File: src/common/nand_cpu_pkg.sv
`default_nettype none

package nand_cpu_pkg;

    localparam int PC_SIZE = 32;
    localparam logic [PC_SIZE-1:0] RESET_PC = 32'h0000_0000;

    // ========================================
    // enums
    // ========================================

    // direction predictor selection
    typedef enum logic {
        GSHARE
    } predictor_type_e;

    typedef enum logic {
        BR_COND,
        BR_JUMP
    } branch_kind_e;

    // ========================================
    // structs
    // ========================================

    // resolved branch from the back end
    typedef struct packed {
        logic [PC_SIZE-1:0] pc;
        logic [PC_SIZE-1:0] target;
        branch_kind_e       kind;
        logic               taken;
        logic               mispredict;
        logic [PC_SIZE-1:0] next_pc;
    } branch_feedback_t;

    // lookup sent from the predictor wrapper to the direction predictor
    typedef struct packed {
        logic [PC_SIZE-1:0] pc;
        logic [PC_SIZE-1:0] target;
        logic               ps;
    } branch_request_t;

    // one fetch toward the decode queue
    typedef struct packed {
        logic [PC_SIZE-1:0] pc;
        logic               pred_override;
        logic [PC_SIZE-1:0] pred_target;
    } fetch_packet_t;

endpackage

`default_nettype wire

File: src/branch_predictor/branch_target_buffer.sv
`default_nettype none

module branch_target_buffer #(
    parameter int BTB_ENTRIES = 16
) (
    input  logic                             clk,
    input  logic                             n_rst,

    input  logic [nand_cpu_pkg::PC_SIZE-1:0] pc,

    output logic                             hit,
    output nand_cpu_pkg::branch_kind_e       kind,
    output logic [nand_cpu_pkg::PC_SIZE-1:0] target,

    input  logic                             feedback_valid,
    input  nand_cpu_pkg::branch_feedback_t   feedback
);

    localparam int IDX_W = $clog2(BTB_ENTRIES);
    localparam int TAG_W = nand_cpu_pkg::PC_SIZE - IDX_W - 2;

    logic [BTB_ENTRIES-1:0]             valid_q;
    nand_cpu_pkg::branch_kind_e         kind_q   [BTB_ENTRIES];
    logic [TAG_W-1:0]                   tag_q    [BTB_ENTRIES];
    logic [nand_cpu_pkg::PC_SIZE-1:0]   target_q [BTB_ENTRIES];

    logic [IDX_W-1:0] rd_idx;
    logic [TAG_W-1:0] rd_tag;
    logic [IDX_W-1:0] wr_idx;
    logic [TAG_W-1:0] wr_tag;

    // index sits right above the word offset, tag takes the rest
    assign rd_idx = pc[IDX_W+1:2];
    assign rd_tag = pc[nand_cpu_pkg::PC_SIZE-1:IDX_W+2];
    assign wr_idx = feedback.pc[IDX_W+1:2];
    assign wr_tag = feedback.pc[nand_cpu_pkg::PC_SIZE-1:IDX_W+2];

    // ========================================
    // lookup
    // ========================================
    assign hit    = valid_q[rd_idx] && (tag_q[rd_idx] == rd_tag);
    assign kind   = kind_q[rd_idx];
    assign target = target_q[rd_idx];

    // ========================================
    // update
    // ========================================
    always_ff @(posedge clk) begin
        if (!n_rst) begin
            valid_q <= '0;
        end else if (feedback_valid) begin
            valid_q[wr_idx] <= 1'b1;
        end
    end

    // taken or not, the resolved branch replaces whatever was there
    always_ff @(posedge clk) begin
        if (feedback_valid) begin
            kind_q[wr_idx]   <= feedback.kind;
            tag_q[wr_idx]    <= wr_tag;
            target_q[wr_idx] <= feedback.target;
        end
    end

    // back end must only ever resolve word-aligned branches
    assert property (@(posedge clk) disable iff (!n_rst)
        feedback_valid |-> (feedback.pc[1:0] == 2'b00));

endmodule

`default_nettype wire

File: src/branch_predictor/branch_predictor_gshare.sv
`default_nettype none

module branch_predictor_gshare #(
    parameter int INDEX_SIZE = 6
) (
    input  logic                           clk,
    input  logic                           n_rst,

    input  nand_cpu_pkg::branch_request_t  request,
    input  logic                           cond_hit,

    output logic                           taken,

    input  logic                           feedback_valid,
    input  nand_cpu_pkg::branch_feedback_t feedback
);

    localparam int TABLE_SIZE = 2 ** INDEX_SIZE;

    logic [INDEX_SIZE-1:0] history;
    logic [INDEX_SIZE-1:0] index;
    logic [INDEX_SIZE-1:0] fb_index;
    logic [1:0]            pht [TABLE_SIZE];

    // hash of global history with the word address
    assign index    = history ^ request.pc[INDEX_SIZE+1:2];
    assign fb_index = history ^ feedback.pc[INDEX_SIZE+1:2];
    assign taken    = pht[index][1];

    // ========================================
    // history and counters
    // ========================================
    always_ff @(posedge clk) begin
        if (!n_rst) begin
            history <= '0;
            // weakly not taken
            for (int i = 0; i < TABLE_SIZE; i++) begin
                pht[i] <= 2'b01;
            end
        end else begin
            // speculative update, only for issued conditional hits
            if (request.ps && cond_hit) begin
                history <= {history[INDEX_SIZE-2:0], taken};
            end
            if (feedback_valid) begin
                if (feedback.taken) begin
                    if (pht[fb_index] != 2'b11) begin
                        pht[fb_index] <= pht[fb_index] + 2'b01;
                    end
                end else if (pht[fb_index] != 2'b00) begin
                    pht[fb_index] <= pht[fb_index] - 2'b01;
                end
            end
        end
    end

endmodule

`default_nettype wire

File: src/branch_predictor/branch_predictor.sv
`default_nettype none

module branch_predictor #(
    parameter nand_cpu_pkg::predictor_type_e PREDICTOR   = nand_cpu_pkg::GSHARE,
    parameter int                            BTB_ENTRIES = 16,
    parameter int                            INDEX_SIZE  = 6
) (
    input  logic                             clk,
    input  logic                             n_rst,

    input  logic [nand_cpu_pkg::PC_SIZE-1:0] pc,
    input  logic                             ps,

    output logic                             pc_override,
    output logic [nand_cpu_pkg::PC_SIZE-1:0] target,

    input  logic                             feedback_valid,
    input  nand_cpu_pkg::branch_feedback_t   feedback
);

    logic                          hit;
    nand_cpu_pkg::branch_kind_e    kind;
    logic                          cond_hit;
    logic                          taken;
    nand_cpu_pkg::branch_request_t request;

    branch_target_buffer #(
        .BTB_ENTRIES(BTB_ENTRIES)
    ) u_btb (
        .clk,
        .n_rst,
        .pc,
        .hit,
        .kind,
        .target,
        .feedback_valid,
        .feedback
    );

    always_comb begin
        request.pc     = pc;
        request.target = target;
        request.ps     = ps;
    end

    assign cond_hit = hit && (kind == nand_cpu_pkg::BR_COND);

    // jumps always redirect, conditionals only when predicted taken
    assign pc_override = hit && ((kind == nand_cpu_pkg::BR_JUMP) || taken);

    generate
        case (PREDICTOR)
            nand_cpu_pkg::GSHARE: begin : g_gshare
                branch_predictor_gshare #(
                    .INDEX_SIZE(INDEX_SIZE)
                ) u_gshare (
                    .clk,
                    .n_rst,
                    .request,
                    .cond_hit,
                    .taken,
                    .feedback_valid,
                    .feedback
                );
            end
        endcase
    endgenerate

endmodule

`default_nettype wire

File: src/verilog/fetch_pc_gen.sv
`default_nettype none

module fetch_pc_gen #(
    parameter int FETCH_CREDITS = 4
) (
    input  logic                             clk,
    input  logic                             n_rst,

    input  logic                             feedback_valid,
    input  nand_cpu_pkg::branch_feedback_t   feedback,
    input  logic                             credit_return,

    input  logic                             pc_override,
    input  logic [nand_cpu_pkg::PC_SIZE-1:0] pred_target,

    output logic [nand_cpu_pkg::PC_SIZE-1:0] pc,
    output logic                             fetch_valid,
    output nand_cpu_pkg::fetch_packet_t      fetch
);

    localparam int CREDIT_W = $clog2(FETCH_CREDITS + 1);
    localparam logic [CREDIT_W-1:0] MAX_CREDITS = CREDIT_W'(FETCH_CREDITS);

    logic [CREDIT_W-1:0]              credits;
    logic                             started;
    logic                             redirect;
    logic [nand_cpu_pkg::PC_SIZE-1:0] next_pc;

    assign fetch_valid = started && (credits != '0);
    assign redirect    = feedback_valid && feedback.mispredict;

    // ========================================
    // next pc
    // ========================================
    always_comb begin
        if (redirect) begin
            next_pc = feedback.next_pc;
        end else if (pc_override) begin
            next_pc = pred_target;
        end else begin
            next_pc = pc + nand_cpu_pkg::PC_SIZE'(4);
        end
    end

    // a redirect loads even when stalled on credits
    always_ff @(posedge clk) begin
        if (!n_rst) begin
            pc      <= nand_cpu_pkg::RESET_PC;
            started <= 1'b0;
        end else begin
            started <= 1'b1;
            if (redirect || fetch_valid) begin
                pc <= next_pc;
            end
        end
    end

    // ========================================
    // credits
    // ========================================
    always_ff @(posedge clk) begin
        if (!n_rst) begin
            credits <= MAX_CREDITS;
        end else begin
            case ({fetch_valid, credit_return})
                2'b10:   credits <= credits - 1'b1;
                2'b01:   credits <= credits + 1'b1;
                default: credits <= credits;
            endcase
        end
    end

    always_comb begin
        fetch.pc            = pc;
        fetch.pred_override = pc_override;
        fetch.pred_target   = pred_target;
    end

    assert property (@(posedge clk) disable iff (!n_rst) credits <= MAX_CREDITS);

    // nothing outstanding, so nothing to give back
    assert property (@(posedge clk) disable iff (!n_rst)
        credit_return |-> (credits != MAX_CREDITS));

endmodule

`default_nettype wire

File: src/verilog/fetch_frontend.sv
`default_nettype none

module fetch_frontend #(
    parameter nand_cpu_pkg::predictor_type_e PREDICTOR     = nand_cpu_pkg::GSHARE,
    parameter int                            BTB_ENTRIES   = 16,
    parameter int                            INDEX_SIZE    = 6,
    parameter int                            FETCH_CREDITS = 4
) (
    input  logic                           clk,
    input  logic                           n_rst,

    input  logic                           feedback_valid,
    input  nand_cpu_pkg::branch_feedback_t feedback,

    input  logic                           credit_return,

    output logic                           fetch_valid,
    output nand_cpu_pkg::fetch_packet_t    fetch
);

    logic [nand_cpu_pkg::PC_SIZE-1:0] pc;
    logic                             pc_override;
    logic [nand_cpu_pkg::PC_SIZE-1:0] pred_target;

    fetch_pc_gen #(
        .FETCH_CREDITS(FETCH_CREDITS)
    ) u_pc_gen (
        .clk,
        .n_rst,
        .feedback_valid,
        .feedback,
        .credit_return,
        .pc_override,
        .pred_target,
        .pc,
        .fetch_valid,
        .fetch
    );

    // predictor sees the held pc, ps marks a fetch issued this cycle
    branch_predictor #(
        .PREDICTOR  (PREDICTOR),
        .BTB_ENTRIES(BTB_ENTRIES),
        .INDEX_SIZE (INDEX_SIZE)
    ) u_predictor (
        .clk,
        .n_rst,
        .pc            (pc),
        .ps            (fetch_valid),
        .pc_override   (pc_override),
        .target        (pred_target),
        .feedback_valid(feedback_valid),
        .feedback      (feedback)
    );

endmodule

`default_nettype wire

File: config.mk
export PLATFORM = sky130hd
export DESIGN_NAME = fetch_frontend
export DESIGN_NICKNAME = d
export VERILOG_FILES = /design/src/common/nand_cpu_pkg.sv /design/src/branch_predictor/branch_target_buffer.sv /design/src/branch_predictor/branch_predictor_gshare.sv /design/src/branch_predictor/branch_predictor.sv /design/src/verilog/fetch_pc_gen.sv /design/src/verilog/fetch_frontend.sv
export SDC_FILE = /design/constraint.sdc
export NUM_CORES = 1
export LEC_CHECK = 0
export ABC_CLOCK_PERIOD_IN_PS = 12900
export BUFFER_PORTS_ARGS = -buffer_cell sky130_fd_sc_hd__buf_2
export CORE_ASPECT_RATIO = 1.1
export CORE_MARGIN = 4
export CORE_UTILIZATION = 35
export DETAILED_ROUTE_END_ITERATION = 8
export GPL_ROUTABILITY_DRIVEN = 0
export MAX_ROUTING_LAYER = met4
export PLACE_DENSITY_LB_ADDON = 0.08
export REMOVE_ABC_BUFFERS = 1
export SYNTH_ARGS = -nofsm -noshare
export SYNTH_HDL_FRONTEND = slang
export SYNTH_SLANG_ARGS = --single-unit
File: constraint.sdc
create_clock -name clk -period 12.9 [get_ports clk]
set_clock_uncertainty 0.15 [all_clocks]
set_input_delay 1.935 -clock clk [delete_from_list [all_inputs] [get_ports clk]]
set_output_delay 1.935 -clock clk [all_outputs]
set_load 0.1 [all_outputs]
==> out/metrics.csv, run 1 <==
stage;metric;value;unit
floorplanning;Die H;393;microns
cts;CTS tree;built;
yosys;area leader, netlist;edfxtp_1;
global_routing;first-pass GRT wire length;203;mm
yosys;count of state elements after synthesis;1134;
cts;CTS clk-pin slew, worst paths;0.06;ns
pwr;Pwr Density;167;nW/um^2
sta;hold_ws;0.312;ns
worst_hold_path;worst hold path type;reg -> reg;
yosys;Ys Warns;0;
route;DRC Markers;0;
cts;H-tree depth;3;
floorplanning;core box area;133000;sq um
sta;Slew headroom;0.165;
layout;post-route insts no fill;4653;
sta;Final Slew Violations;0;
sta;Slew @ Worst Pin;1.25;ns
cts;post-CTS setup buffers;0;
worst_hold_path;min-delay src;u_predictor.u_btb.valid_q[6];
yosys;Main synth FF type;edfxtp_1;
pwr;reported net switching power;2.39;mW
pwr;internal power;6.61;mW
layout;fill count;12100;
pwr;clock group share of total power;0.396;
cts;CTS buffer count;120;
worst_setup_path;WS Path Type;reg -> out;
yosys;count leader, synth;edfxtp_1;
global_routing;Total GRT Usage;0.209;
route;routed wire length;144;mm
sta;Tmin final;7.89;ns
route;TritonRoute pass-1 iters;6;
cts;clk buf depth;3;
worst_setup_path;Reg2Reg Depth;12;
route;1st-iter DRT viols;2575;
placed_design;Post-DP HPWL;83.4;mm
placed_design;Cells after DPL;4414;
worst_setup_path;CP Capture Type;output port;
pwr;overall power;9.00;mW
route;post-route ant nets;0;
global_routing;vias in the first global route;27000;
worst_hold_path;Hold Path Cell Cnt;1;
worst_setup_path;worst-path maximum fanout;111;
worst_setup_path;WP data arrival;5.81;ns
yosys;Yosys top cell area share;0.683;
worst_hold_path;hold path endpoint;u_predictor.u_btb.valid_q[6];
global_routing;grt ovf;0;
worst_setup_path;r2r setup slk;6.77;ns
cts;root buffer cell;clkbuf_16;
sta;Final setup viols;0;
route;via count;26300;
sta;Period Utilization, post-route;0.612;
yosys;ys async rst share;0;
yosys;Seq/Total Area, Yosys;0.709;
sta;Fin. Hold Viols;0;
floorplanning;I/O pins;169;
layout;Area Overhead vs Synth;14.2;%
yosys;Mean Syn Cell Area;18.1;sq um
yosys;cells after synthesis;2601;
yosys;Synth area leaders;edfxtp_1, mux4_2, dfxtp_1;
route;DR WL/cell;30.9;microns
layout;nets;2867;
route;Vias/cell;5.66;
placed_design;area post-placement;49700;sq um
yosys;EDFF count, synth;1072;
status;status;complete, no violations;
layout;layout cells sized above 1;0.258;
sta;final worst setup slack;5.01;ns
sta;RSZ-0062 raised after global routing;false;
cts;CTS Sinks;1134;
worst_setup_path;r2r endpoint;u_predictor.g_gshare.u_gshare.pht[63][0];
floorplanning;die area;141000;sq um
pwr;combinational power share;0.138;
cts;# resized after CTS;0;
yosys;Synth top cells by count;edfxtp_1, mux4_2, nand3_1;
worst_setup_path;R2R Path Start;u_predictor.g_gshare.u_gshare.history[0];
placed_design;Port Buf Inserts;166;
global_routing;maximum number of pins on one net before global-route repair;112;
floorplanning;Cell Rows;140;
placed_design;Worst Setup Slack post-DPL;5.19;ns
global_routing;initial antenna violation count;25;
run;max-cap check violation count;0;
pwr;Lkg Pwr;16.7;nW
yosys;Netlist cell types;93;
worst_setup_path;WP data required;10.81;ns
pwr;Sequential Power Share;0.466;
worst_setup_path;Startpoint Class;flop;
pwr;switching portion of total power;0.266;
floorplanning;Initial Util;0.354;
cts;Worst-Skew Late Latency;0.74;ns
layout;Final Cell Area;53900;sq um
floorplanning;die extent in x;358;microns
cts;CTS Hold Bufs;0;
sta;Max Freq;127;MHz
yosys;Post-Syn Area;47200;sq um
pwr;VDD IR-drop max;0.121;mV
-- layout make-up --
type,count,area [sq um],share of cell area
sequential,1134,33400,0.621
multi-input combinational,1258,12700,0.235
clock buffer,153,3270,0.0607
tap,1775,2220,0.0412
timing repair buffer,233,1350,0.0250
clock inverter,75,822,0.0153
inverter,14,55.1,0.00102
antenna,11,27.5,0.000511
-- power groups by stage --
| stage | clock network, mW | registers [mW] | logic (mW) |
|---|---|---|---|
| 3_3_place_gp | 0 | 4.26 | 1.25 |
| 5_1_grt | 3.81 | 4.20 | 1.31 |
| 4_1_cts | 3.66 | 4.19 | 1.27 |
| 6_report | 3.56 | 4.19 | 1.25 |
| 2_1_floorplan | 0 | 4.36 | 0.854 |
| 3_5_place_dp | 0 | 4.27 | 1.26 |
-- how the worst max path moves through the flow --
stage	end	depth (start not counted)	from
floorplan	fetch[32]	8	flop
global placement	u_predictor.g_gshare.u_gshare.pht[63][0]	13	feedback[69]
detailed placement	u_predictor.g_gshare.u_gshare.pht[63][0]	13	feedback[69]
CTS	fetch[32]	10	flop
global route	fetch[32]	10	flop
finish	fetch[32]	10	flop
-- cells by family after synthesis --
family,synth area share
DFF,0.709
and+or+nand+nor,0.0535
muxes,0.147
AOI/OAI and AO/OA,0.0530
buffers and inverters,0.0266
xor gates and xnor gates,0.00969
adders and majority gates,0.000955
-- critical path: stages (launching register included) --
cell and delay (ns):
dfxtp_4 0.93, buf_12 0.77, mux4_1 0.67, mux2i_1 0.15, mux2i_1 0.19, xnor2_1 0.43, o2111ai_1 0.18, or2_2 0.32
and4bb_1 0.26, and4_1 0.52, buf_2 0.53
-- placed cells by master (no fill, tap or decap), types with 46 or more instances in the layout --
cell / n
a21oi_1: 53
buf_2: 165
buf_4: 67
clkbuf_16: 123
dfxtp_1: 58
edfxtp_1: 1072
mux2i_1: 95
mux4_2: 247
nand2_1: 77
nand3_1: 91
nor2_1: 62
nor3_1: 79
o21ai_0: 46
o22ai_1: 59
o31ai_1: 64
-- flip-flops by register name (all words and copies together), names as in the netlist, named ones only --
name                                   flops
u_predictor.g_gshare.u_gshare.pht        128
u_predictor.g_gshare.u_gshare.history      6
u_predictor.u_btb.valid_q                 16
u_predictor.u_btb.target_q               512
u_pc_gen.credits                           3
u_predictor.u_btb.tag_q                  416
u_predictor.u_btb.kind_q                  16
u_pc_gen.started                           1
u_pc_gen.pc                               32
-- per-layer routing --
layer	up-vias	global-route usage	part of all wire
met4	0	0.0538	0.022
met1	14100	0.276	0.43
met5	-	-	0
met3	201	0.0344	0.053
li1	11100	-	-
met2	892	0.340	0.49
-- metrics by stage --
stage	TNS, ns	util
CTS	0	0.404
global route	0	0.404
finish	0	0.405
global placement	0	0.374
floorplan	-95.90	-
detailed placement	0	0.374
Note: power is estimated with default switching activity, not from simulation.
==> inputs of run 2 (changes only) <==
--- a/config.mk
+++ b/config.mk
@@ -5,7 +5,7 @@
 export SDC_FILE = /design/constraint.sdc
 export NUM_CORES = 1
 export LEC_CHECK = 0
-export ABC_CLOCK_PERIOD_IN_PS = 12900
+export ABC_CLOCK_PERIOD_IN_PS = 7230
 export BUFFER_PORTS_ARGS = -buffer_cell sky130_fd_sc_hd__buf_2
 export CORE_ASPECT_RATIO = 1.1
 export CORE_MARGIN = 4
==> constraint.sdc (replaced) <==
create_clock -name clk -period 7.23 [get_ports clk]
set_clock_uncertainty 0.15 [all_clocks]
set_input_delay 1.0845 -clock clk [delete_from_list [all_inputs] [get_ports clk]]
set_output_delay 1.0845 -clock clk [all_outputs]
set_load 0.1 [all_outputs]
==> run 2 against run 1 <==
Effect of this change: worst hold slack improved by 0.00059 ns; highest routed layer unchanged; global-route usage down 0.067 points; non-clock buffer count rose by 10; sequential cell count stayed put; largest cell class unchanged; die area unchanged; critical path depth unchanged.
==> out/metrics.csv, run 2 (synthesis results as in run 1) <==
stage;metric;value;unit;change
global_routing;vias in the first global route;27100;;+0.27%
layout;Largest regs;u_predictor.u_btb.target_q (512), u_predictor.u_btb.tag_q (416), u_predictor.g_gshare.u_gshare.pht (128);;
floorplanning;Initial Util;0.354;;unchanged
pwr;switching portion of total power;0.270;;+0.00412
status;status;complete, no violations;;
route;DR WL/cell;30.7;microns;-0.69%
cts;Worst-Skew Late Latency;0.74;ns;about the same
layout;Storage cell area;33400;sq um;unchanged
floorplanning;Die H;393;microns;unchanged
placed_design;area post-placement;49900;sq um;+0.32%
floorplanning;I/O pins;169;;unchanged
global_routing;first-pass GRT wire length;202;mm;-0.80%
cts;root buffer cell;clkbuf_16;;
sta;Max Freq;155;MHz;
layout;Final Cell Area;53700;sq um;-0.21%
placed_design;Cells after DPL;4424;;+0.23%
global_routing;initial antenna violation count;26;;+4.0%
worst_setup_path;CP Capture Type;output port;;
layout;fin util;0.404;;-0.000855
worst_setup_path;WS Path Type;reg -> out;;
pwr;clock group share of total power;0.381;;-0.015
pwr;Sequential Power Share;0.478;;+0.012
cts;H-tree depth;3;;unchanged
run;max-cap check violation count;0;;unchanged
worst_setup_path;worst-path maximum fanout;37;;-67%
route;via count;26300;;-0.28%
worst_setup_path;WP data required;6.00;ns;-4.81 ns
route;TritonRoute pass-1 iters;7;;+1
pwr;combinational power share;0.141;;+0.003
cts;CTS buffer count;119;;-0.83%
pwr;internal power;11.5;mW;+73%
sta;RSZ-0062 raised after global routing;false;;
route;routed wire length;143;mm;-0.54%
route;post-route ant nets;0;;unchanged
layout;commonest non-fill, non-tap cell in the layout;edfxtp_1;;
layout;post-route insts no fill;4660;;+0.15%
route;Vias/cell;5.63;;-0.43%
layout;Area Overhead vs Synth;14.0;%;
layout;layout cells sized above 1;0.256;;-0.00290
worst_setup_path;r2r endpoint;u_predictor.g_gshare.u_gshare.pht[23][0];;
sta;Fin. Hold Viols;0;;unchanged
sta;Final Slew Violations;0;;unchanged
pwr;overall power;15.7;mW;+74%
cts;CTS Sinks;1134;;unchanged
global_routing;maximum number of pins on one net before global-route repair;65;;-42%
floorplanning;core box area;133000;sq um;unchanged
pwr;VDD IR-drop max;0.201;mV;+67%
worst_setup_path;R2R Path Start;u_predictor.g_gshare.u_gshare.history[0];;
pwr;Pwr Density;292;nW/um^2;+75%
cts;post-CTS setup buffers;0;;unchanged
layout;nets;2876;;+0.31%
floorplanning;die extent in x;358;microns;unchanged
layout;fill count;12100;;+0.50%
worst_setup_path;crit-path max cell delay;0.90;ns;-0.03 ns
worst_setup_path;Startpoint Class;flop;;
worst_setup_path;r2r setup slk;1.51;ns;-5.26 ns
sta;Slew headroom;0.158;;-0.00781
worst_setup_path;Slowest-stage cell, CP;dfxtp_4;;
worst_setup_path;WP data arrival;5.21;ns;-0.60 ns
worst_setup_path;crit path capture;fetch[32];;
placed_design;Port Buf Inserts;166;;unchanged
global_routing;Total GRT Usage;0.209;;-0.000667
worst_setup_path;CP Cell Sequence;buf_12 -> buf_4 -> mux4_2 -> mux2i_1 -> nor3_1 -> nor3_1 -> o211ai_1 -> nor4_1 -> and4_1 -> buf_2;;
pwr;Lkg Pwr;16.6;nW;-0.44%
cts;CTS clk-pin slew, worst paths;0.06;ns;about the same
layout;multi-input logic area;12700;sq um;about the same
sta;Period Utilization, post-route;0.892;;
sta;Final setup viols;0;;unchanged
global_routing;grt ovf;0;;unchanged
sta;Slew @ Worst Pin;1.26;ns;+0.0117 ns
floorplanning;die area;141000;sq um;unchanged
worst_setup_path;cell mode on critical path;nor3_1;;
placed_design;Post-DP HPWL;84.1;mm;+0.88%
sta;Setup TNS;0;ns;unchanged
layout;most frequent cells in the layout;edfxtp_1, mux4_2, buf_2, clkbuf_16;;
cts;CTS tree;built;;
worst_hold_path;worst hold path type;reg -> reg;;
cts;# resized after CTS;0;;unchanged
layout;Biggest register;u_predictor.u_btb.target_q;;
pwr;reported net switching power;4.23;mW;+77%
route;DRC Markers;0;;unchanged
route;1st-iter DRT viols;2677;;+4.0%
cts;CTS Hold Bufs;0;;unchanged
worst_setup_path;Reg2Reg Depth;12;;unchanged
sta;Tmin final;6.45;ns;
layout;max reg flops;512;;unchanged
cts;clk buf depth;3;;unchanged
floorplanning;Cell Rows;140;;unchanged
==> run 2: per-layer routing <==
metal,share of wire,track usage
met1,0.42,0.269
met2,0.49,0.342
met3,0.061,0.0360
met4,0.026,0.0601
met5,0,-
==> run 2: stage by stage <==
step | setup slack (ns) | hold slack, ns
after global placement | 1.02 | 0.292
after floorplan | -7.74 | 0.285
final | 0.781 | 0.312
after CTS | 0.696 | 0.315
after global routing | 0.499 | 0.332
after detailed placement | 0.970 | 0.301
==> run 2: critical path: cells and delay by family, from the launching register on <==
family                 cells  cell delay, ns
buffers and inverters      3            1.15
multiplexers               2            0.86
AO/OA/AOI/OAI              1            0.13
AND/OR/NAND/NOR            4            1.34
flip-flops                 1            0.90
==> run 2: worst min path at each step <==
stage                     depth (start not counted)                             to                     startpoint  slack [ns]
after floorplan                                   1  u_predictor.u_btb.valid_q[12]  u_predictor.u_btb.valid_q[12]        0.29
final                                             1  u_predictor.u_btb.valid_q[15]  u_predictor.u_btb.valid_q[15]        0.31
after CTS                                         1   u_predictor.u_btb.valid_q[7]   u_predictor.u_btb.valid_q[7]        0.31
after global placement                            1   u_predictor.u_btb.valid_q[4]   u_predictor.u_btb.valid_q[4]        0.29
after detailed placement                          1   u_predictor.u_btb.valid_q[7]   u_predictor.u_btb.valid_q[7]        0.30
after global routing                              1   u_predictor.u_btb.valid_q[1]   u_predictor.u_btb.valid_q[1]        0.33
==> run 2: power groups by stage <==
stage | registers (mW) | logic [mW] | clock network [mW]
detailed placement | 7.63 | 2.25 | 0
floorplan | 7.79 | 1.52 | 0
global route | 7.51 | 2.34 | 6.44
finish | 7.50 | 2.22 | 5.98
CTS | 7.50 | 2.26 | 6.13
global placement | 7.63 | 2.23 | 0
==> run 2: layout make-up <==
| cell class | instances | share of cell area |
|---|---|---|
| diodes | 9 | 0.000419 |
| clock buffers | 157 | 0.0600 |
| clock inverters | 70 | 0.0112 |
| inverters | 14 | 0.00102 |
| multi-input cells | 1258 | 0.236 |
| flip-flops and latches | 1134 | 0.622 |
| well taps | 1775 | 0.0413 |
| repair buffers | 243 | 0.0279 |
